**config.mk**
```make
export PLATFORM = sky130hd
export DESIGN_NAME = sd_sector_buffer
export DESIGN_NICKNAME = d
export VERILOG_FILES = /design/src/logic/board_bus_pkg.sv /design/src/logic/sd_sector_buffer.sv
export SDC_FILE = /design/constraint.sdc
export NUM_CORES = 2
export LEC_CHECK = 0
export BUFFER_PORTS_ARGS = -buffer_cell sky130_fd_sc_hd__buf_2
export CAP_MARGIN = 20
export CORE_MARGIN = 2
export CORE_UTILIZATION = 55
export DETAILED_ROUTE_END_ITERATION = 6
export GPL_TIMING_DRIVEN = 0
export PLACE_DENSITY = 0.68
export SKIP_CTS_REPAIR_TIMING = 1
export SLEW_MARGIN = 40
export SYNTH_ARGS = -nofsm -noshare
export SYNTH_HDL_FRONTEND = slang
export SYNTH_SLANG_ARGS = --single-unit
```
**constraint.sdc**
```tcl
create_clock -name CLOCK_50 -period 5.2 [get_ports CLOCK_50]
set_input_delay 0.52 -clock CLOCK_50 [delete_from_list [all_inputs] [get_ports CLOCK_50]]
set_output_delay 0.52 -clock CLOCK_50 [all_outputs]
set_load 0.02 [all_outputs]
```
**src/logic/board_bus_pkg.sv**
```systemverilog
package board_bus_pkg;

    // Address map, byte addresses on the requester bus
    localparam logic [31:0] RAM_BASE     = 32'h0000_1000;
    localparam int unsigned RAM_WORDS    = 1024;
    localparam logic [31:0] SD_BUF_BASE  = 32'h0000_E000;
    localparam int unsigned SD_BUF_BYTES = 512;
    localparam logic [31:0] KEY_ADDR     = 32'h0000_F000;
    localparam logic [31:0] UART_ADDR    = 32'h0000_F004;
    localparam logic [31:0] SD_ADDR_REG  = 32'h0000_F008;
    localparam logic [31:0] SD_READ_REG  = 32'h0000_F00C;
    localparam logic [31:0] SD_READY_REG = 32'h0000_F010;
    localparam logic [31:0] SD_AVAIL_REG = 32'h0000_F014;

    // Interrupt vector raised by a key press
    localparam logic [3:0] KEY_IRQ = 4'd1;

    // Load kinds, same encoding the processor drives
    typedef enum logic [2:0] {
        LOAD_B  = 3'b000,
        LOAD_H  = 3'b001,
        LOAD_W  = 3'b010,
        LOAD_BU = 3'b100,
        LOAD_HU = 3'b101
    } load_kind_e;

    // Nine regions, so four bits are needed
    typedef enum logic [3:0] {
        REG_NONE,
        REG_RAM,
        REG_KEY,
        REG_UART,
        REG_SD_ADDR,
        REG_SD_READ,
        REG_SD_READY,
        REG_SD_AVAIL,
        REG_SD_BUF
    } region_e;

    typedef struct packed {
        logic [31:0] addr;
        logic [31:0] wdata;
        logic        read;
        logic        write;
        load_kind_e  kind;
    } bus_req_t;

    typedef struct packed {
        logic [31:0] rdata;
        logic        done;
    } bus_rsp_t;

    typedef struct packed {
        region_e     region;
        logic [11:0] offset;
        logic [1:0]  lane;
        load_kind_e  kind;
        logic [31:0] wdata;
        logic        read;
        logic        write;
    } dec_req_t;

    typedef struct packed {
        logic       valid;
        logic [7:0] ascii;
    } key_in_t;

    typedef struct packed {
        logic       byte_valid;
        logic [7:0] byte_data;
        logic       ready;
    } sd_in_t;

    typedef struct packed {
        logic [31:0] sector;
        logic        start;
    } sd_cmd_t;

    typedef struct packed {
        logic       valid;
        logic [7:0] data;
    } uart_out_t;

endpackage

```
**src/logic/sd_sector_buffer.sv**
```systemverilog
`timescale 1ns/1ns

module sd_sector_buffer import board_bus_pkg::*; (
    input  logic        CLOCK_50,
    input  logic        KEY0,
    input  dec_req_t    dec,
    input  sd_in_t      sd_in,
    output sd_cmd_t     sd_cmd,
    output logic [31:0] rdata
);

    logic [7:0]  buf_mem [SD_BUF_BYTES];
    logic [31:0] sector_q;
    logic        start_q;
    logic        avail_q;
    logic [8:0]  byte_idx;
    logic        addr_wr;
    logic        start_wr;

    assign addr_wr  = dec.write && (dec.region == REG_SD_ADDR);
    assign start_wr = dec.write && (dec.region == REG_SD_READ);

    always_ff @(posedge CLOCK_50 or negedge KEY0) begin
        if (!KEY0) begin
            sector_q <= '0;
            start_q  <= 1'b0;
            avail_q  <= 1'b0;
            byte_idx <= '0;
        end else begin
            start_q <= start_wr;
            if (addr_wr) begin
                sector_q <= dec.wdata;
            end
            // A new read request restarts the fill
            if (start_wr) begin
                avail_q  <= 1'b0;
                byte_idx <= '0;
            end else if (sd_in.byte_valid) begin
                if (byte_idx == 9'(SD_BUF_BYTES - 1)) begin
                    byte_idx <= '0;
                    avail_q  <= 1'b1;
                end else begin
                    byte_idx <= byte_idx + 9'd1;
                end
            end
        end
    end

    // Byte capture and read port
    always_ff @(posedge CLOCK_50) begin
        if (sd_in.byte_valid && !start_wr) begin
            buf_mem[byte_idx] <= sd_in.byte_data;
        end
        case (dec.region)
            REG_SD_BUF:   rdata <= {24'd0, buf_mem[dec.offset[8:0]]};
            REG_SD_READY: rdata <= {31'd0, sd_in.ready};
            REG_SD_AVAIL: rdata <= {31'd0, avail_q};
            default:      rdata <= '0;
        endcase
    end

    assign sd_cmd.sector = sector_q;
    assign sd_cmd.start  = start_q;

endmodule

```
==> key figures <==
Die
  • Die area: 301,000 um2
  • IO Pins: 132
  • Core box area: 294,000 um2
  • Initial Util: 55.4%
  • Die X: 548 um
  • Row cnt: 199
  • Die height: 548 um

Outcome
  • Outcome: finished, violations left
  • Failing checks: design-rule violations, negative hold slack, negative setup slack

Placement
  • DP Area: 173,000 um2
  • Post-DP HPWL: 477,000 um
  • Pre-CTS setup slack: -0.969 ns
  • IO Port Bufs: 93
  • Routability congestion estimate: 1.09

Timing
  • Worst Tran Pin Value: 1.09 ns
  • Tcrit/Tclk final: 106%
  • Slew Viols, Final: 0
  • Worst Skew: 0.0605 ns
  • RSZ-0062 raised after global routing: no
  • Final Hold Vio Count: 50
  • Worst hold slack: -0.0271 ns
  • Relative slew slack: 27.6%
  • Max Freq: 182 MHz
  • Final WS setup: -0.303 ns
  • Fin crit period: 5.50 ns
  • Setup violators final: 7

Pwr
  • Leakage power: 60.1 nW
  • Max VDD drop: 0.000342 V
  • Cell Pwr Density: 393 nW/um2

Logic synthesis
  • Top cells by area, synth: edfxtp_1 (75%), mux4_2 (11%), mux2i_1 (3.0%)
  • Sequential fraction of the synthesis area: 76.2%
  • Mapped Cells: 7,764
  • Most used DFF post-synth: edfxtp_1
  • Synth warnings: 0
  • Number of synthesized flops with an enable pin: 4,096
  • Yosys top cell area share: 75.5%
  • Mapped cell area: 163,000 um2
  • Async set-reset flop share out of synthesis: 1.04%
  • Synth Register Bits: 4,147
  • Yosys cell types: 80
  • Leading area contributor after synthesis: edfxtp_1
  • Avg Cell Area, Syn: 21.0 um2

CTS
  • CTS Buf Count: 415
  • CTS clk-pin slew, worst paths: 0.06 ns
  • Root Driver: clkbuf_16
  • Clock latency on the worst-skew pair: 1.03 ns
  • H-tree depth: 5
  • CTS tree: done
  • Clock Sinks: 4,147
  • CTS Buffer Depth: 4

Critical path
  • Slowest cell on crit path: a31oi_1
  • Bufs and invs on worst path: 6
  • Most common cell on crit path: buf_2
  • Critical path depth: 11
  • R2R Path Start: byte_idx[2]
  • Crit-path max FO: 10
  • Worst path cell trace: buf_2, buf_4, buf_2, buf_4, buf_2, buf_2, mux4_2, o22ai_1, a21oi_1, a31oi_1, nor4_2
  • Delay-heaviest family, CP: buffers and inverters
  • Worst path max stage delay: 0.71 ns
  • CP startpoint: dec[40]
  • R2r worst-path depth: 6
  • Crit. End Element: flip-flop
  • Setup CP Type: in2reg
  • WP data arrival: 6.35 ns
  • Required @ worst endpoint: 6.05 ns
  • Startpoint types: input port

Global routing
  • Grt total ovfl: 0
  • Global route hottest layer: met2
  • Pin count of the biggest net entering global routing: 109
  • GRT met1 Usage: 55.1%
  • First-pass GRT wire length: 860,000 um
  • Vias in the first global route: 87,213
  • Initial antenna violation count: 91
  • Gr usage total: 45.0%
  • GRT met3 Usage: 22.2%
  • GRT met2 Usage: 60.2%

Layout
  • Final core occ: 63.7%
  • Area grow syn2layout: 15.1%
  • # nets final: 8,544
  • Design area: 188,000 um2
  • Most frequent cells in the layout: edfxtp_1 (4,096), mux4_2 (805), mux2i_1 (480), clkbuf_16 (420), nor2_2 (372)
  • Layout cell share with drive strength beyond 1: 29.1%
  • Commonest non-fill, non-tap cell in the layout: edfxtp_1

Routing
  • Vias per Instance: 7.47
  • DRT iter0 DRCs: 19,718
  • Routed via count: 95,742
  • DRC Markers: 17
  • Final wirelength: 679,000 um
  • DR pass1 iterations: 7
  • Routed len/inst: 52.9 um
  • Routed Antenna Nets: 0

Min path
  • Worst hold path depth: 1
  • Min-delay src: sd_in[5]
  • Hold Crit Class: in2reg

Job
  • MaxCap Viol Count: 0
==> power breakdown <==
group          internal, mW  total, mW  switching (mW)
sequential             36.9       37.0          0.0791
combinational          1.71       6.48            4.77
clock                  16.9       30.3            13.4
==> final timing paths <==
kind                       slack, ns         endpoint
max in group asynchronous       4.69      byte_idx[4]
min                            -0.03  buf_mem[193][4]
min in group asynchronous       0.08     sector_q[10]
min reg2reg                     0.51      sector_q[0]
max reg2reg                     1.24  buf_mem[102][2]
max                            -0.30         rdata[7]
==> final cells by class <==
| cell class | count | area, um2 |
|---|---|---|
| clock buffers | 506 | 10900 |
| diodes | 88 | 220 |
| fillers | 19741 | 107000 |
| multi-input cells | 3117 | 36300 |
| well taps | 3919 | 4900 |
| repair buffers | 268 | 4300 |
| inverters | 10 | 40.0 |
| flip-flops and latches | 4147 | 124000 |
| plain buffers | 513 | 4030 |
| clock inverters | 256 | 2610 |
==> routing by layer <==
| layer | part of all wire, % | wire length (um) |
|---|---|---|
| met2 | 41 | 276000 |
| met4 | 10 | 67600 |
| met1 | 32 | 218000 |
| met5 | 0.16 | 1110 |
| met3 | 17 | 115000 |
==> cell usage after synthesis, drive strengths merged (41+ instances only) <==
master and n:
mux2i 484, clkbuf 194, a21oi 99, o21ai 104
nand2 155, mux2 47, o221ai 147, nor2 616
dfrtp 43, nand3 41, mux4 897, edfxtp 4096
nor3 58, buf 314, o22ai 102
==> registers in the layout, summed over array words and instances (netlist names) <==
| signal | count |
|---|---|
| avail_q | 1 |
| buf_mem | 4096 |
| byte_idx | 9 |
| rdata | 8 |
| sector_q | 32 |
| start_q | 1 |
==> metrics by stage <==
stage                     instances  power [mW]  TNS, ns
after floorplan                7787        39.9        0
after global placement        11799        43.4        -
after detailed placement      11936        43.6    -5.87
after CTS                     12698        72.9        0
after global routing          12753        74.4        0
final                         12824        73.7    -1.30
==> cell families after synthesis <==
logic type               Yosys count  share of synthesized area (%)
flip-flops                      4147                           76.2
buffers and inverters            523                           2.28
AO/OA/AOI/OAI                    682                           3.01
multiplexers                    1428                           15.9
other                              1                        0.00230
adder cells (fa/ha/maj)            5                         0.0384
XOR/XNOR                           1                        0.00537
AND/OR/NAND/NOR                  977                           2.54
No activity file was read; power rests on OpenSTA's default activity.
