### src/logic/board_bus_pkg.sv
package board_bus_pkg;

    // Address map, byte addresses on the requester bus
    localparam logic [31:0] RAM_BASE     = 32'h0000_1000;
    localparam int unsigned RAM_WORDS    = 1024;
    localparam logic [31:0] SD_BUF_BASE  = 32'h0000_E000;
    localparam int unsigned SD_BUF_BYTES = 512;
    localparam logic [31:0] KEY_ADDR     = 32'h0000_F000;
    localparam logic [31:0] UART_ADDR    = 32'h0000_F004;
    localparam logic [31:0] SD_ADDR_REG  = 32'h0000_F008;
    localparam logic [31:0] SD_READ_REG  = 32'h0000_F00C;
    localparam logic [31:0] SD_READY_REG = 32'h0000_F010;
    localparam logic [31:0] SD_AVAIL_REG = 32'h0000_F014;

    // Interrupt vector raised by a key press
    localparam logic [3:0] KEY_IRQ = 4'd1;

    // Load kinds, same encoding the processor drives
    typedef enum logic [2:0] {
        LOAD_B  = 3'b000,
        LOAD_H  = 3'b001,
        LOAD_W  = 3'b010,
        LOAD_BU = 3'b100,
        LOAD_HU = 3'b101
    } load_kind_e;

    // Nine regions, so four bits are needed
    typedef enum logic [3:0] {
        REG_NONE,
        REG_RAM,
        REG_KEY,
        REG_UART,
        REG_SD_ADDR,
        REG_SD_READ,
        REG_SD_READY,
        REG_SD_AVAIL,
        REG_SD_BUF
    } region_e;

    typedef struct packed {
        logic [31:0] addr;
        logic [31:0] wdata;
        logic        read;
        logic        write;
        load_kind_e  kind;
    } bus_req_t;

    typedef struct packed {
        logic [31:0] rdata;
        logic        done;
    } bus_rsp_t;

    typedef struct packed {
        region_e     region;
        logic [11:0] offset;
        logic [1:0]  lane;
        load_kind_e  kind;
        logic [31:0] wdata;
        logic        read;
        logic        write;
    } dec_req_t;

    typedef struct packed {
        logic       valid;
        logic [7:0] ascii;
    } key_in_t;

    typedef struct packed {
        logic       byte_valid;
        logic [7:0] byte_data;
        logic       ready;
    } sd_in_t;

    typedef struct packed {
        logic [31:0] sector;
        logic        start;
    } sd_cmd_t;

    typedef struct packed {
        logic       valid;
        logic [7:0] data;
    } uart_out_t;

endpackage

### src/logic/bus_decoder.sv
`timescale 1ns/1ns

module bus_decoder import board_bus_pkg::*; (
    input  logic     CLOCK_50,
    input  logic     KEY0,
    input  bus_req_t bus_req,
    output dec_req_t dec
);

    region_e     region_c;
    logic [31:0] base_c;
    logic [31:0] rel_addr;

    // Classify the address against the map
    always_comb begin
        region_c = REG_NONE;
        // Single registers subtract their own address, giving offset zero
        base_c   = bus_req.addr;
        if (bus_req.addr >= RAM_BASE && bus_req.addr < RAM_BASE + RAM_WORDS * 4) begin
            region_c = REG_RAM;
            base_c   = RAM_BASE;
        end else if (bus_req.addr >= SD_BUF_BASE &&
                     bus_req.addr < SD_BUF_BASE + SD_BUF_BYTES) begin
            region_c = REG_SD_BUF;
            base_c   = SD_BUF_BASE;
        end else begin
            case (bus_req.addr)
                KEY_ADDR:     region_c = REG_KEY;
                UART_ADDR:    region_c = REG_UART;
                SD_ADDR_REG:  region_c = REG_SD_ADDR;
                SD_READ_REG:  region_c = REG_SD_READ;
                SD_READY_REG: region_c = REG_SD_READY;
                SD_AVAIL_REG: region_c = REG_SD_AVAIL;
                default:      region_c = REG_NONE;
            endcase
        end
    end

    assign rel_addr = bus_req.addr - base_c;

    // One register stage between the bus and the devices
    always_ff @(posedge CLOCK_50 or negedge KEY0) begin
        if (!KEY0) begin
            dec <= '0;
        end else begin
            dec.region <= region_c;
            dec.offset <= rel_addr[11:0];
            dec.lane   <= bus_req.addr[1:0];
            dec.kind   <= bus_req.kind;
            dec.wdata  <= bus_req.wdata;
            dec.read   <= bus_req.read;
            dec.write  <= bus_req.write;
        end
    end

endmodule

### config.mk
export PLATFORM = sky130hd
export DESIGN_NAME = bus_decoder
export DESIGN_NICKNAME = d
export VERILOG_FILES = /design/src/logic/board_bus_pkg.sv /design/src/logic/bus_decoder.sv
export SDC_FILE = /design/constraint.sdc
export NUM_CORES = 1
export LEC_CHECK = 0
export ABC_AREA = 1
export BUFFER_PORTS_ARGS = -buffer_cell sky130_fd_sc_hd__buf_4
export CORE_MARGIN = 2
export CORE_UTILIZATION = 44
export DETAILED_ROUTE_END_ITERATION = 8
export GPL_TIMING_DRIVEN = 0
export HOLD_SLACK_MARGIN = 0.05
export PLACE_DENSITY = 0.79
export SETUP_SLACK_MARGIN = 0.02
export SYNTH_ARGS = -nofsm -noshare
export SYNTH_HDL_FRONTEND = slang
export SYNTH_SLANG_ARGS = --single-unit
### constraint.sdc
create_clock -name CLOCK_50 -period 0.8 [get_ports CLOCK_50]
set_input_delay 0 -clock CLOCK_50 [delete_from_list [all_inputs] [get_ports CLOCK_50]]
set_output_delay 0 -clock CLOCK_50 [all_outputs]
set_load 0.01 [all_outputs]
==> key figures <==
GRT
  • First-pass GRT wire length: 13.5 mm
  • GRT Util Overall: 29.9%
  • Maximum number of pins on one net before global-route repair: 56
  • Number of global-route vias before repair: 2567
  • Gr ovfl total: 0
  • Initial antenna violation count: 0

Timing
  • Min Hold Slack: 24.2 ps
  • Count of final hold-check violations: 0
  • Fmax: 0.566 GHz
  • # setup viols final: 69
  • Worst Slack Setup Final: -966 ps
  • Slew @ Worst Pin: 486 ps
  • Post-Route Setup TNS: -12050 ps
  • Slew headroom: 67.6%
  • Slew Limit Fails: 0
  • RSZ-0062 raised after global routing: yes
  • Final Cycle Share: 221%
  • Fin crit period: 1770 ps

Drt
  • Number of nets with antenna violations after routing: 0
  • Post-Route WL: 11.1 mm
  • Via count: 2709
  • Drt pass-1 iters: 5
  • DR iter-0 viols: 231
  • Drt drc: 0
  • Avg WL per Cell: 22.2 um
  • Via density: 5.44

Pwr
  • Power Total: 7.00 mW
  • Peak VDD IR: 0.00139 V
  • Gate power share: 30.2%
  • Int Pwr: 4.85 mW
  • Switching pwr: 2.15 mW
  • Clk pwr share: 25.3%
  • Leakage: 2.30 nW
  • P per Cell Area: 1500 nW/um^2
  • Flop pwr share: 44.6%
  • Sw Share: 30.7%

Layout
  • Max reg flops: 55
  • Fillers: 180
  • Commonest non-fill, non-tap cells in the layout: 73 x buf_4, 71 x buf_6, 55 x dfrtp_1
  • Final core occ: 91.0%
  • Area of the multi-input gates: 1180 um^2
  • Register Area: 1380 um^2
  • Top flop regs: dec (55)
  • Largest reg by FF count: dec
  • Layout cells sized above 1: 52.6%
  • Area grow syn2layout: 98.6%
  • Design Area, Final: 4650 um^2
  • Ant. Diodes: 0
  • Commonest non-fill, non-tap cell in the layout: buf_4
  • Layout Nets: 510
  • Post-Layout Cell Count: 498

Clocking
  • CTS H-tree depth: 2
  • CTS max path bufs: 2
  • CTS tree: yes
  • Worst-path clk slew: 110 ps
  • Root Buffer: clkbuf_8
  • # hold bufs at CTS: 42
  • CTS buffer count: 5
  • Clock Sinks: 55

Logic synthesis
  • YS warnings: 0
  • Post-synth top area share: 58.8%
  • Most area-consuming cells after synthesis: dfrtp_1 59%, nand2_1 8.5%, ha_1 5.9%, nor2_1 4.6%, inv_1 4.2%
  • XOR/XNOR Fraction of Synth Area: 2.62%
  • Dominant cell type by area after synthesis: dfrtp_1
  • Number of synthesized register bits: 55
  • Yosys cell types: 28
  • Seq/Total Area, Yosys: 58.8%
  • Compound-Gate Fraction of Synth Area: 5.08%
  • Synthesized cell area: 2340 um^2
  • Post-Synth Simple-Gate Area: 21.9%
  • Synthesized Nets: 316
  • Synth Instances: 233
  • Syn Area/Cell: 10.0 um^2
  • Largest family of logic cells by synthesized area: simple AND/OR/NAND/NOR gates
  • Mux cell area share after synthesis: 0%
  • Adder-cell share of the synthesized area: 6.73%

Floorplan
  • IO Count: 126
  • Initial Utilization: 45.8%
  • DIE HEIGHT: 76.9 um
  • Die area: 5920 um^2
  • Core area: 5110 um^2
  • Die W: 76.9 um
  • FP Rows: 26

Setup path
  • CP top delay family: simple AND/OR/NAND/NOR gates
  • Largest fanout on the critical path: 5
  • Crit path cell chain: buf_4 > nand2_2 > inv_2 > nand2_2 > nor3_4 > o21ai_4 > buf_4 > nand2_1 > ha_4 > nand2_1 > nor2_2 > nand2_1 > nor2b_1 > nor2_1 > nand2_1 > nand2_1
  • CP Data Arrival Time: 1990 ps
  • Most frequent CP cell: nand2_1
  • CP Capture Type: register
  • CP Class: in2reg
  • Worst path buffer plus inverter count: 3
  • Startpoint types: input port
  • CP max stage delay: 340 ps
  • Slowest stage cell, crit path: ha_4
  • Worst path required time: 1030 ps

Outcome
  • Failing checks: setup timing
  • Outcome: finished, violations left

Run
  • MaxCap Viol Count: 0

Placement
  • Placed cell areas: 3480 um^2
  • Placed instance count: 428
  • DP Worst Slack: -1250 ps
  • Detail Placement HPWL: 4.57 mm
  • Routability Congestion: 0.875
  • Input/output buffers: 125

Hold path
  • Min-delay src: bus_req[42]
  • Worst Hold Class: in2reg
  • Hold endpoint: dec[52]$_DFF_PN0_
  • Hold depth: 4
-- cells in the mapped netlist --
| cell | count |
|---|---|
| a21boi_1 | 1 |
| a21o_1 | 1 |
| a21oi_1 | 7 |
| a21oi_2 | 1 |
| clkinv_2 | 1 |
| dfrtp_1 | 55 |
| fa_1 | 1 |
| ha_1 | 11 |
| inv_1 | 26 |
| inv_2 | 3 |
| nand2_1 | 53 |
| nand2_2 | 2 |
| nand3_1 | 11 |
| nand3_2 | 1 |
| nand3b_1 | 1 |
| nand4_1 | 5 |
| nor2_1 | 29 |
| nor2_2 | 3 |
| nor2_4 | 3 |
| nor2b_1 | 1 |
| nor3_2 | 3 |
| o211ai_1 | 1 |
| o21ai_1 | 1 |
| o21ai_2 | 1 |
| o21ai_4 | 1 |
| o21bai_1 | 3 |
| xnor2_1 | 2 |
| xor2_1 | 5 |
-- cell type report --
class	instances	share of cell area, %
Timing Repair Buffer	187	38.5
Clock buffer	6	1.78
Inverter	30	2.58
Tap cell	70	1.88
Multi-Input combinational cell	148	25.3
Clock inverter	2	0.350
Sequential cell	55	29.6
-- power groups by stage --
| stage | logic [mW] | clock network [mW] | registers, mW |
|---|---|---|---|
| final | 2.11 | 1.77 | 3.12 |
| after floorplan | 0.484 | 0 | 3.22 |
| after CTS | 1.83 | 1.64 | 3.10 |
| after global placement | 1.37 | 0 | 3.11 |
| after detailed placement | 1.40 | 0 | 3.11 |
| after global routing | 2.21 | 1.85 | 3.13 |
-- worst max-delay path by stage --
stage / start / endpoint / slack [ps] / cells past startpoint
CTS: bus_req[47] / dec[47]$_DFF_PN0_ / -810 / 15
floorplan: bus_req[54] / dec[47]$_DFF_PN0_ / -900 / 16
detailed placement: bus_req[48] / dec[47]$_DFF_PN0_ / -1250 / 15
global placement: bus_req[48] / dec[47]$_DFF_PN0_ / -1220 / 15
finish: bus_req[52] / dec[50]$_DFF_PN0_ / -970 / 16
global route: bus_req[66] / dec[50]$_DFF_PN0_ / -1100 / 18
-- cells by family after synthesis --
family / Yosys count
adder cells (fa/ha/maj): 12
flip-flops: 55
AND/OR/NAND/NOR: 112
buffers and inverters: 30
AO/OA/AOI/OAI: 17
XOR/XNOR: 7
-- per-layer routing --
| metal | up-vias | global-route usage [%] | share of wire [%] |
|---|---|---|---|
| met1 | 1321 | 32.9 | 35 |
| met5 | - | 0 | 0 |
| met2 | 206 | 54.9 | 52 |
| met3 | 60 | 7.65 | 7.8 |
| met4 | 0 | 11.8 | 5.2 |
| li1 | 1122 | - | - |
-- what timing repair did --
item | 4_1_cts | 5_1_grt
pin swaps | 23 | 25
gates cloned | 0 | 0
endpoints found under the hold margin | 99 | 1
setup buffers | 11 | 9
setup endpoints to repair | 67 | 125
gates resized for setup | 96 | 33
(Power assumes the default switching activity.)
