$ cat config.mk
export PLATFORM = sky130hd
export DESIGN_NAME = read_response
export DESIGN_NICKNAME = d
export VERILOG_FILES = /design/src/logic/board_bus_pkg.sv /design/src/logic/read_response.sv
export SDC_FILE = /design/constraint.sdc
export NUM_CORES = 1
export LEC_CHECK = 0
export ABC_AREA = 1
export BUFFER_PORTS_ARGS = -buffer_cell sky130_fd_sc_hd__buf_4
export CAP_MARGIN = 20
export CORE_MARGIN = 2
export CORE_UTILIZATION = 43
export CTS_CLUSTER_DIAMETER = 200
export DETAILED_ROUTE_END_ITERATION = 8
export PLACE_DENSITY = 0.93
export SLEW_MARGIN = 30
export SYNTH_ARGS = -nofsm -noshare
export SYNTH_HDL_FRONTEND = slang
export SYNTH_SLANG_ARGS = --single-unit
export TNS_END_PERCENT = 50
$ cat constraint.sdc
create_clock -name CLOCK_50 -period 3.6 [get_ports CLOCK_50]
set_input_delay 0.54 -clock CLOCK_50 [delete_from_list [all_inputs] [get_ports CLOCK_50]]
set_output_delay 0.54 -clock CLOCK_50 [all_outputs]
set_load 0.01 [all_outputs]
$ cat src/logic/board_bus_pkg.sv
package board_bus_pkg;

    // Address map, byte addresses on the requester bus
    localparam logic [31:0] RAM_BASE     = 32'h0000_1000;
    localparam int unsigned RAM_WORDS    = 1024;
    localparam logic [31:0] SD_BUF_BASE  = 32'h0000_E000;
    localparam int unsigned SD_BUF_BYTES = 512;
    localparam logic [31:0] KEY_ADDR     = 32'h0000_F000;
    localparam logic [31:0] UART_ADDR    = 32'h0000_F004;
    localparam logic [31:0] SD_ADDR_REG  = 32'h0000_F008;
    localparam logic [31:0] SD_READ_REG  = 32'h0000_F00C;
    localparam logic [31:0] SD_READY_REG = 32'h0000_F010;
    localparam logic [31:0] SD_AVAIL_REG = 32'h0000_F014;

    // Interrupt vector raised by a key press
    localparam logic [3:0] KEY_IRQ = 4'd1;

    // Load kinds, same encoding the processor drives
    typedef enum logic [2:0] {
        LOAD_B  = 3'b000,
        LOAD_H  = 3'b001,
        LOAD_W  = 3'b010,
        LOAD_BU = 3'b100,
        LOAD_HU = 3'b101
    } load_kind_e;

    // Nine regions, so four bits are needed
    typedef enum logic [3:0] {
        REG_NONE,
        REG_RAM,
        REG_KEY,
        REG_UART,
        REG_SD_ADDR,
        REG_SD_READ,
        REG_SD_READY,
        REG_SD_AVAIL,
        REG_SD_BUF
    } region_e;

    typedef struct packed {
        logic [31:0] addr;
        logic [31:0] wdata;
        logic        read;
        logic        write;
        load_kind_e  kind;
    } bus_req_t;

    typedef struct packed {
        logic [31:0] rdata;
        logic        done;
    } bus_rsp_t;

    typedef struct packed {
        region_e     region;
        logic [11:0] offset;
        logic [1:0]  lane;
        load_kind_e  kind;
        logic [31:0] wdata;
        logic        read;
        logic        write;
    } dec_req_t;

    typedef struct packed {
        logic       valid;
        logic [7:0] ascii;
    } key_in_t;

    typedef struct packed {
        logic       byte_valid;
        logic [7:0] byte_data;
        logic       ready;
    } sd_in_t;

    typedef struct packed {
        logic [31:0] sector;
        logic        start;
    } sd_cmd_t;

    typedef struct packed {
        logic       valid;
        logic [7:0] data;
    } uart_out_t;

endpackage

$ cat src/logic/read_response.sv
`timescale 1ns/1ns

module read_response import board_bus_pkg::*; (
    input  logic        CLOCK_50,
    input  logic        KEY0,
    input  dec_req_t    dec,
    input  logic [31:0] ram_data,
    input  logic [31:0] sd_data,
    input  logic [31:0] char_data,
    output bus_rsp_t    bus_rsp
);

    region_e     region_q;
    logic [1:0]  lane_q;
    load_kind_e  kind_q;
    logic        read_q;
    logic [31:0] shifted;
    logic [31:0] ram_ext;
    logic [31:0] sel_data;
    logic [31:0] rdata_q;
    logic        done_q;

    // Aligned with the device read registers
    always_ff @(posedge CLOCK_50) begin
        region_q <= dec.region;
        lane_q   <= dec.lane;
        kind_q   <= dec.kind;
    end

    // Byte lane shift, then width and sign
    always_comb begin
        shifted = ram_data >> {lane_q, 3'b000};
        case (kind_q)
            LOAD_B:  ram_ext = {{24{shifted[7]}}, shifted[7:0]};
            LOAD_BU: ram_ext = {24'd0, shifted[7:0]};
            LOAD_H:  ram_ext = {{16{shifted[15]}}, shifted[15:0]};
            LOAD_HU: ram_ext = {16'd0, shifted[15:0]};
            default: ram_ext = shifted;
        endcase
    end

    always_comb begin
        case (region_q)
            REG_RAM:      sel_data = ram_ext;
            REG_KEY:      sel_data = char_data;
            REG_SD_BUF,
            REG_SD_READY,
            REG_SD_AVAIL: sel_data = sd_data;
            // Unmapped and write-only addresses read as zero
            default:      sel_data = '0;
        endcase
    end

    always_ff @(posedge CLOCK_50 or negedge KEY0) begin
        if (!KEY0) begin
            read_q <= 1'b0;
            done_q <= 1'b0;
        end else begin
            read_q <= dec.read;
            done_q <= read_q;
        end
    end

    always_ff @(posedge CLOCK_50) begin
        rdata_q <= sel_data;
    end

    assign bus_rsp.rdata = rdata_q;
    assign bus_rsp.done  = done_q;

endmodule

==> metrics.txt, run 1 <==
outcome=finished, final reports clean; boundary pin count=around 190; fill cell count=492; setup_tns=0 ns; Die X=78.5 um; GRT Util Overall=~23%; Synth Register Bits=43; area of the multi-input gates=between 1000 and 1500 sq um; global-route wire length before repair=between 10000 and 15000 um; Post-CTS Hold Buffers=0; final worst path period need=about 2.0 ns; max-slew violation count=0; cts bufs inserted=5; most frequent cell after synthesis=nand2_1; clk root buf=clkbuf_8; clk_skew=0.00470 ns; Max IR drop VDD=0.277 mV; GP Congestion=between 0.8 and 0.9; Cell Area, Synth=2390 sq um; measured slew at the worst slew-check pin=0.901 ns; type of the worst setup path=register to register; Req. time, crit path=3.83 ns; Clock Sink Count=43; initial antenna violation count=0; cells after synthesis=352; Main synth FF type=dfxtp_1; Worst Path Max Fanout=32; Syn Nets=505; Rows=27; Post-CTS Resized=0; pre-CTS setup slack=1.68 ns; number of port buffers=140; vias per cell=4.93; Post-synth EDFFs=0; largest net degree at the start of global routing=36; Starting Density=43.9%; crit path DAT=2.20 ns; leak pwr=1.84 nW; via count=about 2700; CTS tree=yes; post-route ant nets=0; drt total wl=6950 um; max-cap violations=0; post-DP HPWL=5470 um; Antenna diodes=0; async set-reset flop share out of synthesis=4.65%; post-CTS setup buffers=0; share of cells above drive strength 1=36.4%; Synth top area share=34.4%; DRT iter0 DRCs=around 110; Ys Warns=0; remaining design rule violation count=0; Routed wire per std cell=12.6 um; vias in the first global route=between 2000 and 3000; die height=78.5 um; TritonRoute pass-1 iters=4; Avg Inst Size Synth=6.78 sq um; Max Freq=between 500 and 600 MHz; GRT overflow=0; Final Worst Setup Slack=1.63 ns; Setup-failing EPs final=0; Max transition margin=around two fifths; synth-to-layout area growth=48.5%; post-synth top area cell=dfxtp_1; Tcrit/Tclk final=between 50% and 60%; area of the die=6160 sq um; CP Launch Type=register; final hold vios=0; RSZ-0062 raised after global routing=false; CTS clock-pin slew for the worst setup and hold paths=around 0.080 ns; CTS H-tree depth=2; Power Density=345 nW/um^2; WHS=between 0.3 and 0.4 ns; Bufs on Longest Clock Path=2; Hold Crit Class=input port to register; dominant cells by area after synthesis=dfxtp_1 34%, nand2_1 23%, a21boi_0 6.6%; Worst Setup End Kind=register; Nets=630; Clock Latency Late Sink=0.29 ns; sequential share of the synthesized area=36.5%; synth cell count leaders=147 x nand2_1, 41 x dfxtp_1, 23 x a21oi_1; Distinct cells, synth=24; core area=5440 sq um; Reg area=871 sq um
## cell usage in the layout, fill, tap and decap left out, types with 7 or more instances in the layout
| cell type | n |
|---|---|
| nand2_2 | 14 |
| o21ai_0 | 14 |
| buf_4 | 141 |
| nand2_1 | 147 |
| o211ai_1 | 7 |
| dfxtp_1 | 41 |
| a21oi_1 | 23 |
| inv_1 | 10 |
| o21ai_1 | 7 |
| nand3_1 | 21 |
| a21boi_0 | 21 |
## final timing paths
path | startpoint | endpoint | slack [ns] | cells past startpoint
setup / recovery | lane_q[1] | rdata_q[25] | 1.63 | 6
hold / removal | dec[52] | region_q[1] | 0.34 | 1
setup reg to reg | lane_q[1] | rdata_q[25] | 1.63 | 6
hold reg to reg | read_q | done_q | 0.36 | 0
max in group asynchronous | KEY0 | read_q | 2.95 | 2
min in group asynchronous | KEY0 | done_q | 0.56 | 2
## per-layer routing
layer,GRT usage (%),up-vias,part of all wire (%)
met1,24.7,1213,37
li1,-,1383,-
met5,0,-,0
met2,41.6,102,54
met4,8.25,0,1.4
met3,5.86,11,7.3
## where the power goes
| part | leakage (nW) | internal (mW) | switching, mW |
|---|---|---|---|
| logic | 1.41 | 0.141 | 0.120 |
| registers | 0.363 | 0.506 | 0.0153 |
| clock network | 0.0654 | 0.277 | 0.163 |
| total | 1.84 | 0.925 | 0.299 |
## state kept, by name, indices dropped and copies added (netlist names)
signal	count
done_q	1
kind_q	3
lane_q	2
rdata_q	32
read_q	1
region_q	4
## stage by stage
step                      area (sq um)  power, mW  util, %  std cells
after global placement            3390      0.785     62.4        541
after global routing              3540       1.29     65.1        550
after floorplan                   2390      0.653        -        352
final                             3540       1.22     65.1        550
after CTS                         3530       1.23     64.9        549
after detailed placement          3400      0.794     62.5        541
## final cells by class
cell class	instances	area share, %
Clock inverter	2	1.70
Clock buffer	6	2.05
Multi-Input combinational cell	271	37.4
Inverter	14	1.59
Tap cell	72	2.54
Sequential cell	43	24.6
Timing Repair Buffer	142	30.2
## worst max-delay path: stages (launching register included)
cell	delay [ns]
dfxtp_1	0.71
inv_2	0.39
nand3_2	0.22
nand3_4	0.17
nand3_4	0.23
nand2_1	0.11
nand2_1	0.08
## kinds of logic (layout without fill, tap and decap cells)
logic type | after synthesis | count (layout) | synth area share [%]
compound gates | 76 | 76 | 19.2
simple gates | 195 | 195 | 35.8
buf+inv | 38 | 164 | 8.49
flops | 43 | 43 | 36.5
(Power assumes the default switching activity.)
==> inputs of run 2 (changes only) <==
Settings changed: CORE_UTILIZATION 43 to 36, PLACE_DENSITY 0.93 to 0.84.
Clock period 3.6 ns to 1.6 ns, I/O delays scaled along.
==> run 2 against run 1 <==
  * Utilization shrank 9.3 points
  * Highest routed layer unchanged
  * Sequential power grew 120%
  * Maximum frequency increased by 44%
  * Total power increased by 100%
  * Clock power grew 53%
  * Combinational power increased by 140%
  * Sequential share of layout area decreased by 0.14 points
  * Clock-buffer cell count unchanged
  * Design area up 0.71%
  * Wire length rose by 4.9%
==> metrics.txt, run 2 (synthesized netlist as in run 1, its figures left out) <==
number of port buffers=140 (unchanged); Nets=638 (+1.3%); top flop regs=rdata_q (32), region_q (4), kind_q (3); drt total wl=7290 um (+4.9%); Starting Density=37.4% (-6.5 points); Max Freq=732 MHz (+44%); remaining design rule violation count=0 (unchanged); final worst path period need=1.37 ns (-0.608 ns); GP Congestion=0.866 (+1.1%); cts bufs inserted=5 (unchanged); WP buf/inv=1 (unchanged); vias per cell=4.88 (-0.94%); Clock Latency Late Sink=0.29 ns (about the same); synth-to-layout area growth=49.5%; filler-free cell count of the finished design=563 (+2.4%); Antenna diodes=0 (unchanged); type of the worst setup path=register to register; placed instance count=554 (+2.4%); pre-CTS setup slack=0.164 ns (-1.52 ns); CTS clock-pin slew for the worst setup and hold paths=0.08 ns (about the same); worst path cell trace=inv_4 -> nand2_1 -> nand3_2 -> nand3_4 -> nand3_4 -> nand2_1 -> nand2_1; clk_skew=0.00400 ns (-0.000709 ns); Reg area=872 sq um (+0.14%); area of the die=7290 sq um (+18%); Max IR drop VDD=0.341 mV (+23%); CTS tree=yes; Max transition margin=65.3% (+26 points); commonest cells after routing, fill and taps aside=148 x buf_4, 147 x nand2_1, 40 x dfxtp_1; leak pwr=1.86 nW (+1.3%); measured slew at the worst slew-check pin=0.520 ns (-0.381 ns); cell family with most CP delay=simple AND/OR/NAND/NOR gates; CTS H-tree depth=2 (unchanged); global-route wire length before repair=11500 um (+3.6%); final hold vios=0 (unchanged); fill cell count=644 (+31%); post-route ant nets=0 (unchanged); Req. time, crit path=1.78 ns (-2.05 ns); via count=2747 (+1.4%); Worst Path Max Fanout=16 (-50%); Power Density=688 nW/um^2 (+99%); area of the multi-input gates=1320 sq um (-0.57%); setup_tns=0 ns (unchanged); outcome=finished, final reports clean; vias in the first global route=2591 (+1.1%); CP most frequent cell=nand2_1; boundary pin count=186 (unchanged); post-DP HPWL=5880 um (+7.6%); CP Launch Type=register; Rows=29 (+7.4%); crit path DAT=1.55 ns (-0.65 ns); GRT Util Overall=19.7% (-2.8 points); Hold Crit Class=input port to register; initial antenna violation count=0 (unchanged); Tcrit/Tclk final=85.3% (+31 points); Largest register FFs=32 (unchanged); DRT iter0 DRCs=110 (-0.90%); RSZ-0062 raised after global routing=false; max-cap violations=0 (unchanged); commonest non-fill, non-tap cell in the layout=buf_4; core area=6390 sq um (+17%); Bufs on Longest Clock Path=2 (unchanged); Final Worst Setup Slack=0.235 ns (-1.39 ns); Biggest register=rdata_q; Routed wire per std cell=12.9 um (+2.5%); largest net degree at the start of global routing=32 (-11%); max-slew violation count=0 (unchanged); die height=85.4 um (+8.8%); share of cells above drive strength 1=37.7% (+1.3 points); Die X=85.4 um (+8.8%); Clock Sink Count=43 (unchanged); Setup-failing EPs final=0 (unchanged); slowest CP cell=dfxtp_2; GRT overflow=0 (unchanged); Worst Setup End Kind=register; clk root buf=clkbuf_8; TritonRoute pass-1 iters=5 (+1); Worst path max stage delay=0.39 ns (-0.32 ns)
-- run 2: worst reg2reg max path, cell delays in order (launching register included) --
cell and delay [ns]:
dfxtp_2 0.39, inv_4 0.09, nand2_1 0.09, nand3_2 0.10, nand3_4 0.15, nand3_4 0.23
nand2_1 0.14, nand2_1 0.06
-- run 2: timing repair --
action | CTS | global route
buffers inserted | 0 | 0
endpoints found under the hold margin | 2 | 0
resized for setup | 0 | 1
hold buffers | 1 | 0
setup endpoints to repair | 0 | 2
-- run 2: where the power goes --
part / internal (mW) / switching (mW) / leakage, nW
logic: 0.331 / 0.283 / 1.46
registers: 1.14 / 0.0263 / 0.363
clock network: 0.305 / 0.369 / 0.0412
-- run 2: worst paths after layout --
check                      slack, ns  cells after the start           to       from
min in group asynchronous       0.26                      2       done_q       KEY0
max reg2reg                     0.23                      7  rdata_q[24]  lane_q[0]
max in group asynchronous       1.25                      2       read_q       KEY0
min reg2reg                     0.35                      0       done_q     read_q
min                             0.05                      1    lane_q[0]    dec[37]
max                             0.23                      7  rdata_q[24]  lane_q[0]
-- run 2: metrics by stage --
step	instance area (sq um)	utilization, %	power (mW)	hold WS [ns]
final	3570	55.9	2.45	0.0465
after global routing	3570	55.9	2.62	0.0212
after CTS	3570	55.8	2.48	0.0366
after detailed placement	3470	54.3	1.80	0.0245
after global placement	3470	54.3	1.79	0.0233
after floorplan	2390	-	1.47	-0.0556
-- run 2: layer usage --
layer,track usage (%),part of all wire (%)
met1,21.8,37
met2,37.0,54
met3,4.96,7.8
met4,5.63,1.1
met5,0,0
-- run 2: cell type report --
type	count	share of cell area, %
Timing Repair Buffer	150	32.0
Tap cell	77	2.70
Sequential cell	43	24.4
Clock buffer	6	2.03
Clock inverter	2	0.351
Inverter	14	1.58
Multi-Input combinational cell	271	36.9
