`src/logic/board_bus_pkg.sv`:
```
package board_bus_pkg;

    // Address map, byte addresses on the requester bus
    localparam logic [31:0] RAM_BASE     = 32'h0000_1000;
    localparam int unsigned RAM_WORDS    = 1024;
    localparam logic [31:0] SD_BUF_BASE  = 32'h0000_E000;
    localparam int unsigned SD_BUF_BYTES = 512;
    localparam logic [31:0] KEY_ADDR     = 32'h0000_F000;
    localparam logic [31:0] UART_ADDR    = 32'h0000_F004;
    localparam logic [31:0] SD_ADDR_REG  = 32'h0000_F008;
    localparam logic [31:0] SD_READ_REG  = 32'h0000_F00C;
    localparam logic [31:0] SD_READY_REG = 32'h0000_F010;
    localparam logic [31:0] SD_AVAIL_REG = 32'h0000_F014;

    // Interrupt vector raised by a key press
    localparam logic [3:0] KEY_IRQ = 4'd1;

    // Load kinds, same encoding the processor drives
    typedef enum logic [2:0] {
        LOAD_B  = 3'b000,
        LOAD_H  = 3'b001,
        LOAD_W  = 3'b010,
        LOAD_BU = 3'b100,
        LOAD_HU = 3'b101
    } load_kind_e;

    // Nine regions, so four bits are needed
    typedef enum logic [3:0] {
        REG_NONE,
        REG_RAM,
        REG_KEY,
        REG_UART,
        REG_SD_ADDR,
        REG_SD_READ,
        REG_SD_READY,
        REG_SD_AVAIL,
        REG_SD_BUF
    } region_e;

    typedef struct packed {
        logic [31:0] addr;
        logic [31:0] wdata;
        logic        read;
        logic        write;
        load_kind_e  kind;
    } bus_req_t;

    typedef struct packed {
        logic [31:0] rdata;
        logic        done;
    } bus_rsp_t;

    typedef struct packed {
        region_e     region;
        logic [11:0] offset;
        logic [1:0]  lane;
        load_kind_e  kind;
        logic [31:0] wdata;
        logic        read;
        logic        write;
    } dec_req_t;

    typedef struct packed {
        logic       valid;
        logic [7:0] ascii;
    } key_in_t;

    typedef struct packed {
        logic       byte_valid;
        logic [7:0] byte_data;
        logic       ready;
    } sd_in_t;

    typedef struct packed {
        logic [31:0] sector;
        logic        start;
    } sd_cmd_t;

    typedef struct packed {
        logic       valid;
        logic [7:0] data;
    } uart_out_t;

endpackage

```
`src/logic/char_io_unit.sv`:
```
`timescale 1ns/1ns

module char_io_unit import board_bus_pkg::*; (
    input  logic        CLOCK_50,
    input  logic        KEY0,
    input  dec_req_t    dec,
    input  key_in_t     key_in,
    input  logic        irq_ack,
    output logic [3:0]  irq_vector,
    output uart_out_t   uart_out,
    output logic [31:0] rdata
);

    key_in_t    key_q;
    logic [7:0] ascii_q;
    logic       uart_valid_q;
    logic [7:0] uart_data_q;

    always_ff @(posedge CLOCK_50 or negedge KEY0) begin
        if (!KEY0) begin
            key_q        <= '0;
            ascii_q      <= '0;
            irq_vector   <= '0;
            uart_valid_q <= 1'b0;
        end else begin
            // Keyboard event goes through one stage before the latch
            key_q <= key_in;
            if (key_q.valid) begin
                ascii_q <= key_q.ascii;
            end
            // Acknowledge wins over a new key
            if (irq_ack && irq_vector != 4'd0) begin
                irq_vector <= '0;
            end else if (key_q.valid && key_q.ascii != 8'd0) begin
                irq_vector <= KEY_IRQ;
            end
            uart_valid_q <= dec.write && (dec.region == REG_UART);
        end
    end

    always_ff @(posedge CLOCK_50) begin
        uart_data_q <= dec.wdata[7:0];
        rdata       <= (dec.region == REG_KEY) ? {24'd0, ascii_q} : 32'd0;
    end

    assign uart_out.valid = uart_valid_q;
    assign uart_out.data  = uart_data_q;

endmodule

```
`config.mk`:
```
export PLATFORM = sky130hd
export DESIGN_NAME = char_io_unit
export DESIGN_NICKNAME = d
export VERILOG_FILES = /design/src/logic/board_bus_pkg.sv /design/src/logic/char_io_unit.sv
export SDC_FILE = /design/constraint.sdc
export NUM_CORES = 1
export LEC_CHECK = 0
export BUFFER_PORTS_ARGS = -buffer_cell sky130_fd_sc_hd__buf_2
export CORE_UTILIZATION = 36
export DETAILED_ROUTE_END_ITERATION = 8
export HOLD_SLACK_MARGIN = 0.02
export PLACE_DENSITY = 0.89
export RECOVER_POWER = 25
export SLEW_MARGIN = 20
export SYNTH_ARGS = -nofsm -noshare
export SYNTH_HDL_FRONTEND = slang
export SYNTH_SLANG_ARGS = --single-unit
export TNS_END_PERCENT = 1
```
`constraint.sdc`:
```
create_clock -name CLOCK_50 -period 1.35 [get_ports CLOCK_50]
set_clock_uncertainty 0.05 [all_clocks]
set_input_delay 0.27 -clock CLOCK_50 [delete_from_list [all_inputs] [get_ports CLOCK_50]]
set_output_delay 0.27 -clock CLOCK_50 [all_outputs]
set_load 0.03 [all_outputs]
```
==> metrics, run 1 <==
outcome completed; CP max stage delay 520 ps; Setup crit start kind flop; PortBufs 42; number of gates resized after CTS 0; peak supply drop 0.0005814 V; clock share of power roughly 29%; Leak Pwr 0.0008047 uW; R2R setup slack between 60 and 70 ps; CP bufs+invs 0; Placer Congestion around 0.74; clk slew on worst S/H paths roughly 90 ps; clk buf depth 2; Top-Level Pins 112; CTS root buf clkbuf_4; Routed WL 1.882 mm; syn avg cell area between 10 and 15 um2; Yosys Warn Count 0; overall power 1978 uW; via count 738; CP max stage cell or4_1; FF/Latch Area 795.8 um2; initial antenna violation count 0; # setup viols final 0; Critical Path RT between 1500 and 2000 ps; CTS H-tree depth 2; critical path endpoint category flop; CORE AREA roughly 3100 um2; Post-DRT Antenna Nets 0; Crit Path Max Fanout 2; die area between 3000 and 4000 um2; commonest non-fill, non-tap cell in the layout buf_2; power per cell area about 1200 nW/um2; MaxCap Viol Count 0; synthesized area around 1200 um2; Pint 1452 uW; synthesis-to-layout area growth 32.10%; area of the multi-input gates between 300 and 400 um2; final hold slack roughly 70 ps; Syn Inst Count just under 90; detailed placement HPWL about 1.4 mm; Setup Total Neg Slack 0 ps; Worst Hold Class input pin to flop; Fin. Hold Viols 0; Num CTS Buffers 5; ant diodes 0; DRC viols 0; Tcrit/Tclk final 95.42%; vias in the first global route around 590; 1st-iter DRT viols 4; NetSw 526.4 uW; Final Critical Period 1288 ps; vias per cell 3.727; initial core utilization 38.88%; clock latency on the worst-skew pair about 330 ps; commonest non-fill, non-tap cells in the layout buf_2 (41), conb_1 (27), dfrtp_1 (19); DIE HEIGHT ~60 um; DRT Pass-1 Iters 2; crit path cell chain or4_1 -> o21ai_1 -> mux2i_1; first-pass GRT wire length between 2 and 3 mm; critical path class flop to flop; highest clock rate just under 0.8 GHz; fin nets between 200 and 250; Combinational Power Share roughly 14%; sequential group share of total power 56.9%; Yosys cell types 14; final slew viol count 0; Post-CTS Hold Buffers 18; postcts setup bufs 0; fillers between 200 and 300; # clock sinks 35; num rows 20; layout cells sized above 1 between 30 and 40%; CTS tree yes; Remaining Overflow, GRT 0; Crit path max-delay family simple AND/OR/NAND/NOR gates; GR Util All Layers a little under an eighth; part of the Yosys area used for sequential elements between 60 and 70%; unrepaired setup endpoints after global routing no; per-cell routed wire length ~9.5 um; Synth Register Bits 35; Die X approximately 60 um; CP arrival 1460 ps; largest net degree at the start of global routing 20; sw frac approximately a quarter
## kinds of logic after synthesis
kind of cell           count (synthesis)  share of synthesized area (%)
AOI/OAI and AO/OA                      1                         0.4111
buffers and inverters                 29                          17.69
DFF                                   35                          65.43
muxes                                  9                          8.231
other                                  1                         0.3083
and+or+nand+nor                       13                          7.922
## cell usage after synthesis
master	instances	area [um2]
buf_4	28	210.2
dfrtp_1	19	475.5
dfxtp_1	16	320.3
and2_1	8	50.05
mux2_2	8	90.09
and4_1	1	8.760
buf_2	1	5.000
conb_1	1	3.750
mux2i_1	1	10.01
nor2_1	1	3.750
nor4b_2	1	15.01
o21ai_1	1	5.000
or4_1	1	7.510
or4_4	1	11.26
## metrics by stage
stage / util [%] / instances / area [um2] / setup slack, ps
after global routing: 51.36 / 198 / 1607 / 16.00
final: 51.36 / 198 / 1607 / 61.84
after detailed placement: 43.84 / 172 / 1371 / 58.69
after floorplan: - / 114 / 1314 / 124.2
after CTS: 51.52 / 198 / 1612 / 46.06
after global placement: 43.84 / 172 / 1371 / 82.23
## routing by layer
metal | vias up | global-route usage [%] | routed length (um)
met2 | 37 | 18.52 | 980
met1 | 335 | 11.25 | 704
met4 | 0 | 7.973 | 52
met3 | 6 | 6.061 | 144
li1 | 360 | - | -
met5 | - | 0 | 0
## worst reg2reg max path: stages (launching register included)
cell and delay (ps):
dfrtp_1 390, or4_1 520, o21ai_1 150, mux2i_1 80
## path summary, 6_finish.rpt
| path | start | to | depth (start not counted) |
|---|---|---|---|
| worst max-delay path | key_q[5] | irq_vector[0] | 3 |
| worst min-delay path | irq_ack | irq_vector[0] | 2 |
| worst max register to register | key_q[5] | irq_vector[0] | 3 |
| worst min register to register | ascii_q[6] | rdata[6] | 1 |
| max in group asynchronous | KEY0 | ascii_q[7] | 2 |
| min in group asynchronous | KEY0 | uart_valid_q | 2 |
## flip-flops by register name (all words and copies together), names as in the netlist
signal and flops:
irq_vector 1, key_q 9, rdata 8, uart_valid_q 1, ascii_q 8, uart_data_q 8
## area by class of cell
class | instances | share of cell area [%]
flip-flops and latches | 35 | 49.53
repair buffers | 61 | 24.45
multi-input cells | 50 | 18.85
clock buffers | 7 | 3.427
well taps | 44 | 3.427
clock inverters | 1 | 0.3115
## power by group through the flow
stage | Combinational, uW | Sequential (uW) | Clock [uW]
final | 287 | 1120 | 566
after global routing | 309 | 1130 | 645
after CTS | 289 | 1130 | 592
after detailed placement | 249 | 1150 | 0
after global placement | 245 | 1150 | 0
after floorplan | 200 | 1180 | 0
Note: power is estimated with default switching activity, not from simulation.
==> run 2, diff against run 1 <==
CELL_PAD_IN_SITES_DETAIL_PLACEMENT = 1   (was not set)
CELL_PAD_IN_SITES_GLOBAL_PLACEMENT = 2   (was not set)
CORE_UTILIZATION = 18   (was 36)
PLACE_DENSITY = 0.86   (was 0.89)
clock period = 1.1 ns   (was 1.35 ns; I/O delays follow)
==> run 2 against run 1 <==
The flow now finishes with violations (DRC, setup timing). Maximum frequency decreased by 2.2%. First-iteration DRC count increased to 6.0 times the previous value. Sequential power increased by 23%. Critical endpoint unchanged. Largest power group unchanged.
==> metrics, run 2 (synthesized netlist as in run 1, its figures left out) <==
initial core utilization approximately a fifth; first-pass GRT wire length around 3.8 mm; clk buf depth 2; clock latency on the worst-skew pair ~280 ps; fillers between 700 and 800; vias per cell between 3 and 4; clk slew on worst S/H paths roughly 70 ps; Setup Total Neg Slack -216.7 ps; critical path endpoint category flop; via count a little under 800; 1st-iter DRT viols 24; final slew viol count 0; layout cells sized above 1 roughly two fifths; Num CTS Buffers 5; synthesis-to-layout area growth 42.80%; CTS root buf clkbuf_8; GR Util All Layers under 10%; Setup crit start kind flop; CTS tree yes; Fin. Hold Viols 0; DIE HEIGHT around 84 um; commonest non-fill, non-tap cell in the layout buf_2; detailed placement HPWL 1.569 mm; power per cell area 1690 nW/um2; highest clock rate ~0.76 GHz; MaxCap Viol Count 0; commonest non-fill, non-tap cells in the layout buf_2 (38), conb_1 (27), dfrtp_1 (18), dlygate4sd3_1 (18), dfxtp_1 (16); ant diodes 0; Crit Path Max Fanout 2; Die X 84.20 um; Remaining Overflow, GRT 0; Routed WL roughly 2.3 mm; Critical Path RT around 1200 ps; Final Critical Period roughly 1300 ps; initial antenna violation count 0; PortBufs 42; Placer Congestion approximately 0.68; peak supply drop approximately 0.00044 V; CORE AREA 6422 um2; worst setup margin -216.7 ps; DRC viols 6; vias in the first global route 780; Leak Pwr 0.0008429 uW; CTS H-tree depth 2; postcts setup bufs 0; Biggest register key_q; fin nets 221; per-cell routed wire length between 10 and 15 um; overall power slightly below 3000 uW; CP arrival ~1400 ps; largest net degree at the start of global routing 20; Top-Level Pins approximately 110; R2R setup slack -220 ps; outcome complete, but fails checks; Post-DRT Antenna Nets 0; num rows 29; unrepaired setup endpoints after global routing yes; DRT Pass-1 Iters 6; Tcrit/Tclk final 119.7%; critical path class flop to flop; number of flip-flops under the largest register name 9; die area roughly 7100 um2; failing checks DRC, setup timing; # clock sinks 35; Core Util, Final a little over a quarter; Worst Hold Class input pin to flop; # setup viols final 1
run 2: worst max-delay path, cell delays in order (launching register included):
cell and delay [ps]:
dfrtp_1 380, or4_4 540, o21ai_2 170, mux2i_1 80
run 2: final timing paths:
path | from | to | cells past startpoint
max | key_q[5] | irq_vector[0] | 3
min | irq_ack | irq_vector[0] | 2
max reg2reg | key_q[5] | irq_vector[0] | 3
min reg2reg | ascii_q[7] | rdata[7] | 1
max in group asynchronous | KEY0 | key_q[8] | 2
min in group asynchronous | KEY0 | ascii_q[5] | 2
run 2: final cells by class:
cell class              instances  area [um2]  share of cell area (%)
clock inverters                 2       35.03                   2.017
well taps                      77       96.34                   5.548
repair buffers                 62       415.4                   23.92
clock buffers                   6       82.58                   4.755
flip-flops and latches         35       797.0                   45.89
multi-input cells              50       310.3                   17.87
run 2: per-stage QoR:
stage / instances / setup slack, ps / hold WS (ps) / cell area (um2)
after detailed placement: 206 / -216.5 / 142.6 / 1420
after global routing: 232 / -254.4 / 38.81 / 1737
after global placement: 206 / -235.3 / 136.1 / 1420
after CTS: 232 / -215.5 / 44.58 / 1729
final: 232 / -216.7 / 53.08 / 1737
after floorplan: 114 / -125.8 / -125.6 / 1314
run 2: routing by layer:
metal / GRT usage (%) / share of wire (%)
met2: 13.04 / 57
met3: 2.753 / 6.0
met5: 0 / 0
met4: 5.172 / 2.7
met1: 6.933 / 34
run 2: report_power, final:
part           internal (uW)  total (uW)  switching, uW  leakage (uW)
Clock                    733        1190            453     0.0000612
Combinational            133         366            233      0.000427
Sequential              1350        1380           34.3      0.000355
Total                   2220        2940            720      0.000843
run 2: repair_timing:
item / in CTS / in global routing
hold buffers: 18 / 0
endpoints found under the setup margin: 9 / 5
pin swaps: 2 / 1
hold endpoints to repair: 36 / 0
resized for setup: 4 / 4
==> run 3, diff against run 2 <==
BUFFER_PORTS_ARGS = not set   (was -buffer_cell sky130_fd_sc_hd__buf_2)
CORE_UTILIZATION = 29   (was 18)
DONT_BUFFER_PORTS = 1   (was not set)
PLACE_DENSITY = 0.82   (was 0.86)
==> run 3 against run 2 <==
The flow finishes with violations (setup timing). Clock power shrank 23%. Register-to-register slack is essentially flat. Non-clock buffer count shrank 40. Via count shrank 18%. Combinational power shrank 33%. Global-route usage grew 2.7 points. Sequential cell count is the same. Maximum frequency grew 0.37%. Worst hold slack lost 17 ps. Sequential power grew 4%. Die area shrank 37%. Cell area shrank 15%. Critical endpoint unchanged.
==> metrics, run 3 (synthesized netlist as in run 1, its figures left out) <==
clock latency on the worst-skew pair about 290 ps; first-pass GRT wire length between 3 and 4 mm; power per cell area about 1800 nW/um2; Top-Level Pins about 110; Num CTS Buffers 5; clk slew on worst S/H paths around 80 ps; num rows 23; commonest non-fill, non-tap cells in the layout conb_1 (27), dlygate4sd3_1 (18), dfrtp_1 (17); gr busiest metal met2; critical path endpoint category flop; Setup Total Neg Slack -211.8 ps; DRC viols 0; Biggest register key_q; synthesis-to-layout area growth 21.50%; Critical Path RT 1220 ps; Tcrit/Tclk final 119.3%; largest net degree at the start of global routing 20; worst-margin pin slew slightly above 800 ps; Final Critical Period about 1300 ps; outcome complete, but fails checks; final slew viol count 0; commonest non-fill, non-tap cell in the layout conb_1; CTS tree yes; detailed placement HPWL ~1.3 mm; CP max stage delay about 540 ps; layout cells sized above 1 about a quarter; FF/Latch Area between 800 and 900 um2; CP arrival between 1000 and 1500 ps; PortBufs 0; initial core utilization between 30% and 40%; Placed Area 1169 um2; fin nets between 150 and 200; Crit Path Max Fanout 2; unrepaired setup endpoints after global routing yes; peak supply drop about 0.00067 V; Worst Hold Class input pin to async pin; CP bufs+invs 0; initial antenna violation count 0; Remaining Overflow, GRT 0; M2 GR Usage 18.43%; pre-CTS setup slack -242.4 ps; CTS root buf clkbuf_8; R2R setup slack -210 ps; Placer Congestion just under 0.7; DIE HEIGHT ~67 um; 1st-iter DRT viols 20; die area about 4500 um2; MaxCap Viol Count 0; vias in the first global route ~720; CORE AREA between 4000 and 5000 um2; number of flip-flops under the largest register name 9; Post-DRT Antenna Nets 0; Setup crit start kind flop; ant diodes 0; overall power 2599 uW; clk buf depth 2; fillers around 420; worst setup margin -211.8 ps; crit path cell chain or4_4 -> o21ai_2 -> mux2i_1; area of the multi-input gates between 300 and 400 um2; failing checks setup timing; critical path class flop to flop; Crit path max-delay family simple AND/OR/NAND/NOR gates; met1 GRT Util roughly 8.4%; DRT Pass-1 Iters 2; CP max stage cell or4_4; highest clock rate roughly 0.76 GHz; GR Util All Layers 9.971%; CTS H-tree depth 2; M3 GR Usage about 6.7%; Die X between 60 and 70 um; # clock sinks 35; Leak Pwr 0.0006617 uW; via count 634; vias per cell between 3 and 4; per-cell routed wire length 11.90 um; Rel. slew slack 44.97%; Fin. Hold Viols 0; fin area approximately 1500 um2; final hold slack approximately 36 ps; Routed WL 1.963 mm; # setup viols final 1
## run 3: final cells by class
| class | count | area share (%) |
|---|---|---|
| Sequential cell | 35 | 54.19 |
| Timing Repair Buffer | 22 | 14.56 |
| Multi-Input combinational cell | 50 | 21.00 |
| Clock inverter | 3 | 1.355 |
| Clock buffer | 5 | 4.657 |
| Tap cell | 50 | 4.234 |
## run 3: timing repair
item,4_1_cts,5_1_grt
buffers inserted,2,0
hold buffers,19,0
endpoints found under the setup margin,9,23
pin swaps,2,0
endpoints found under the hold margin,37,0
resized for setup,4,3
## run 3: metrics by stage
stage	util, %	instances
floorplan	-	114
global placement	29.21	136
detailed placement	29.21	136
CTS	36.82	165
global route	36.94	165
finish	36.94	165
## run 3: worst reg2reg max path: stages, from the launching register on
cell,delay [ps]
dfrtp_1,390
or4_4,540
o21ai_2,140
mux2i_1,80
## run 3: layer usage
metal | wire length [um] | part of all wire, %
met5 | 0 | 0
met4 | 25 | 1.3
met3 | 197 | 10
met2 | 1111 | 57
met1 | 629 | 32
## run 3: worst paths after layout
check                                end       start  depth (start not counted)
max reg2reg                irq_vector[0]    key_q[2]                          3
max in group asynchronous       key_q[8]        KEY0                          1
min in group CLOCK_50       uart_valid_q     dec[52]                          1
min                           ascii_q[1]        KEY0                          1
max                        irq_vector[0]    key_q[2]                          3
min reg2reg                     rdata[0]  ascii_q[0]                          1
## run 3: report_power, final
part	leakage, uW	internal [uW]	switching [uW]	total [uW]
combinational	0.000266	87.7	156	244
sequential	0.000355	1350	91.0	1440
clock	0.0000402	440	473	913
total	0.000662	1880	720	2600
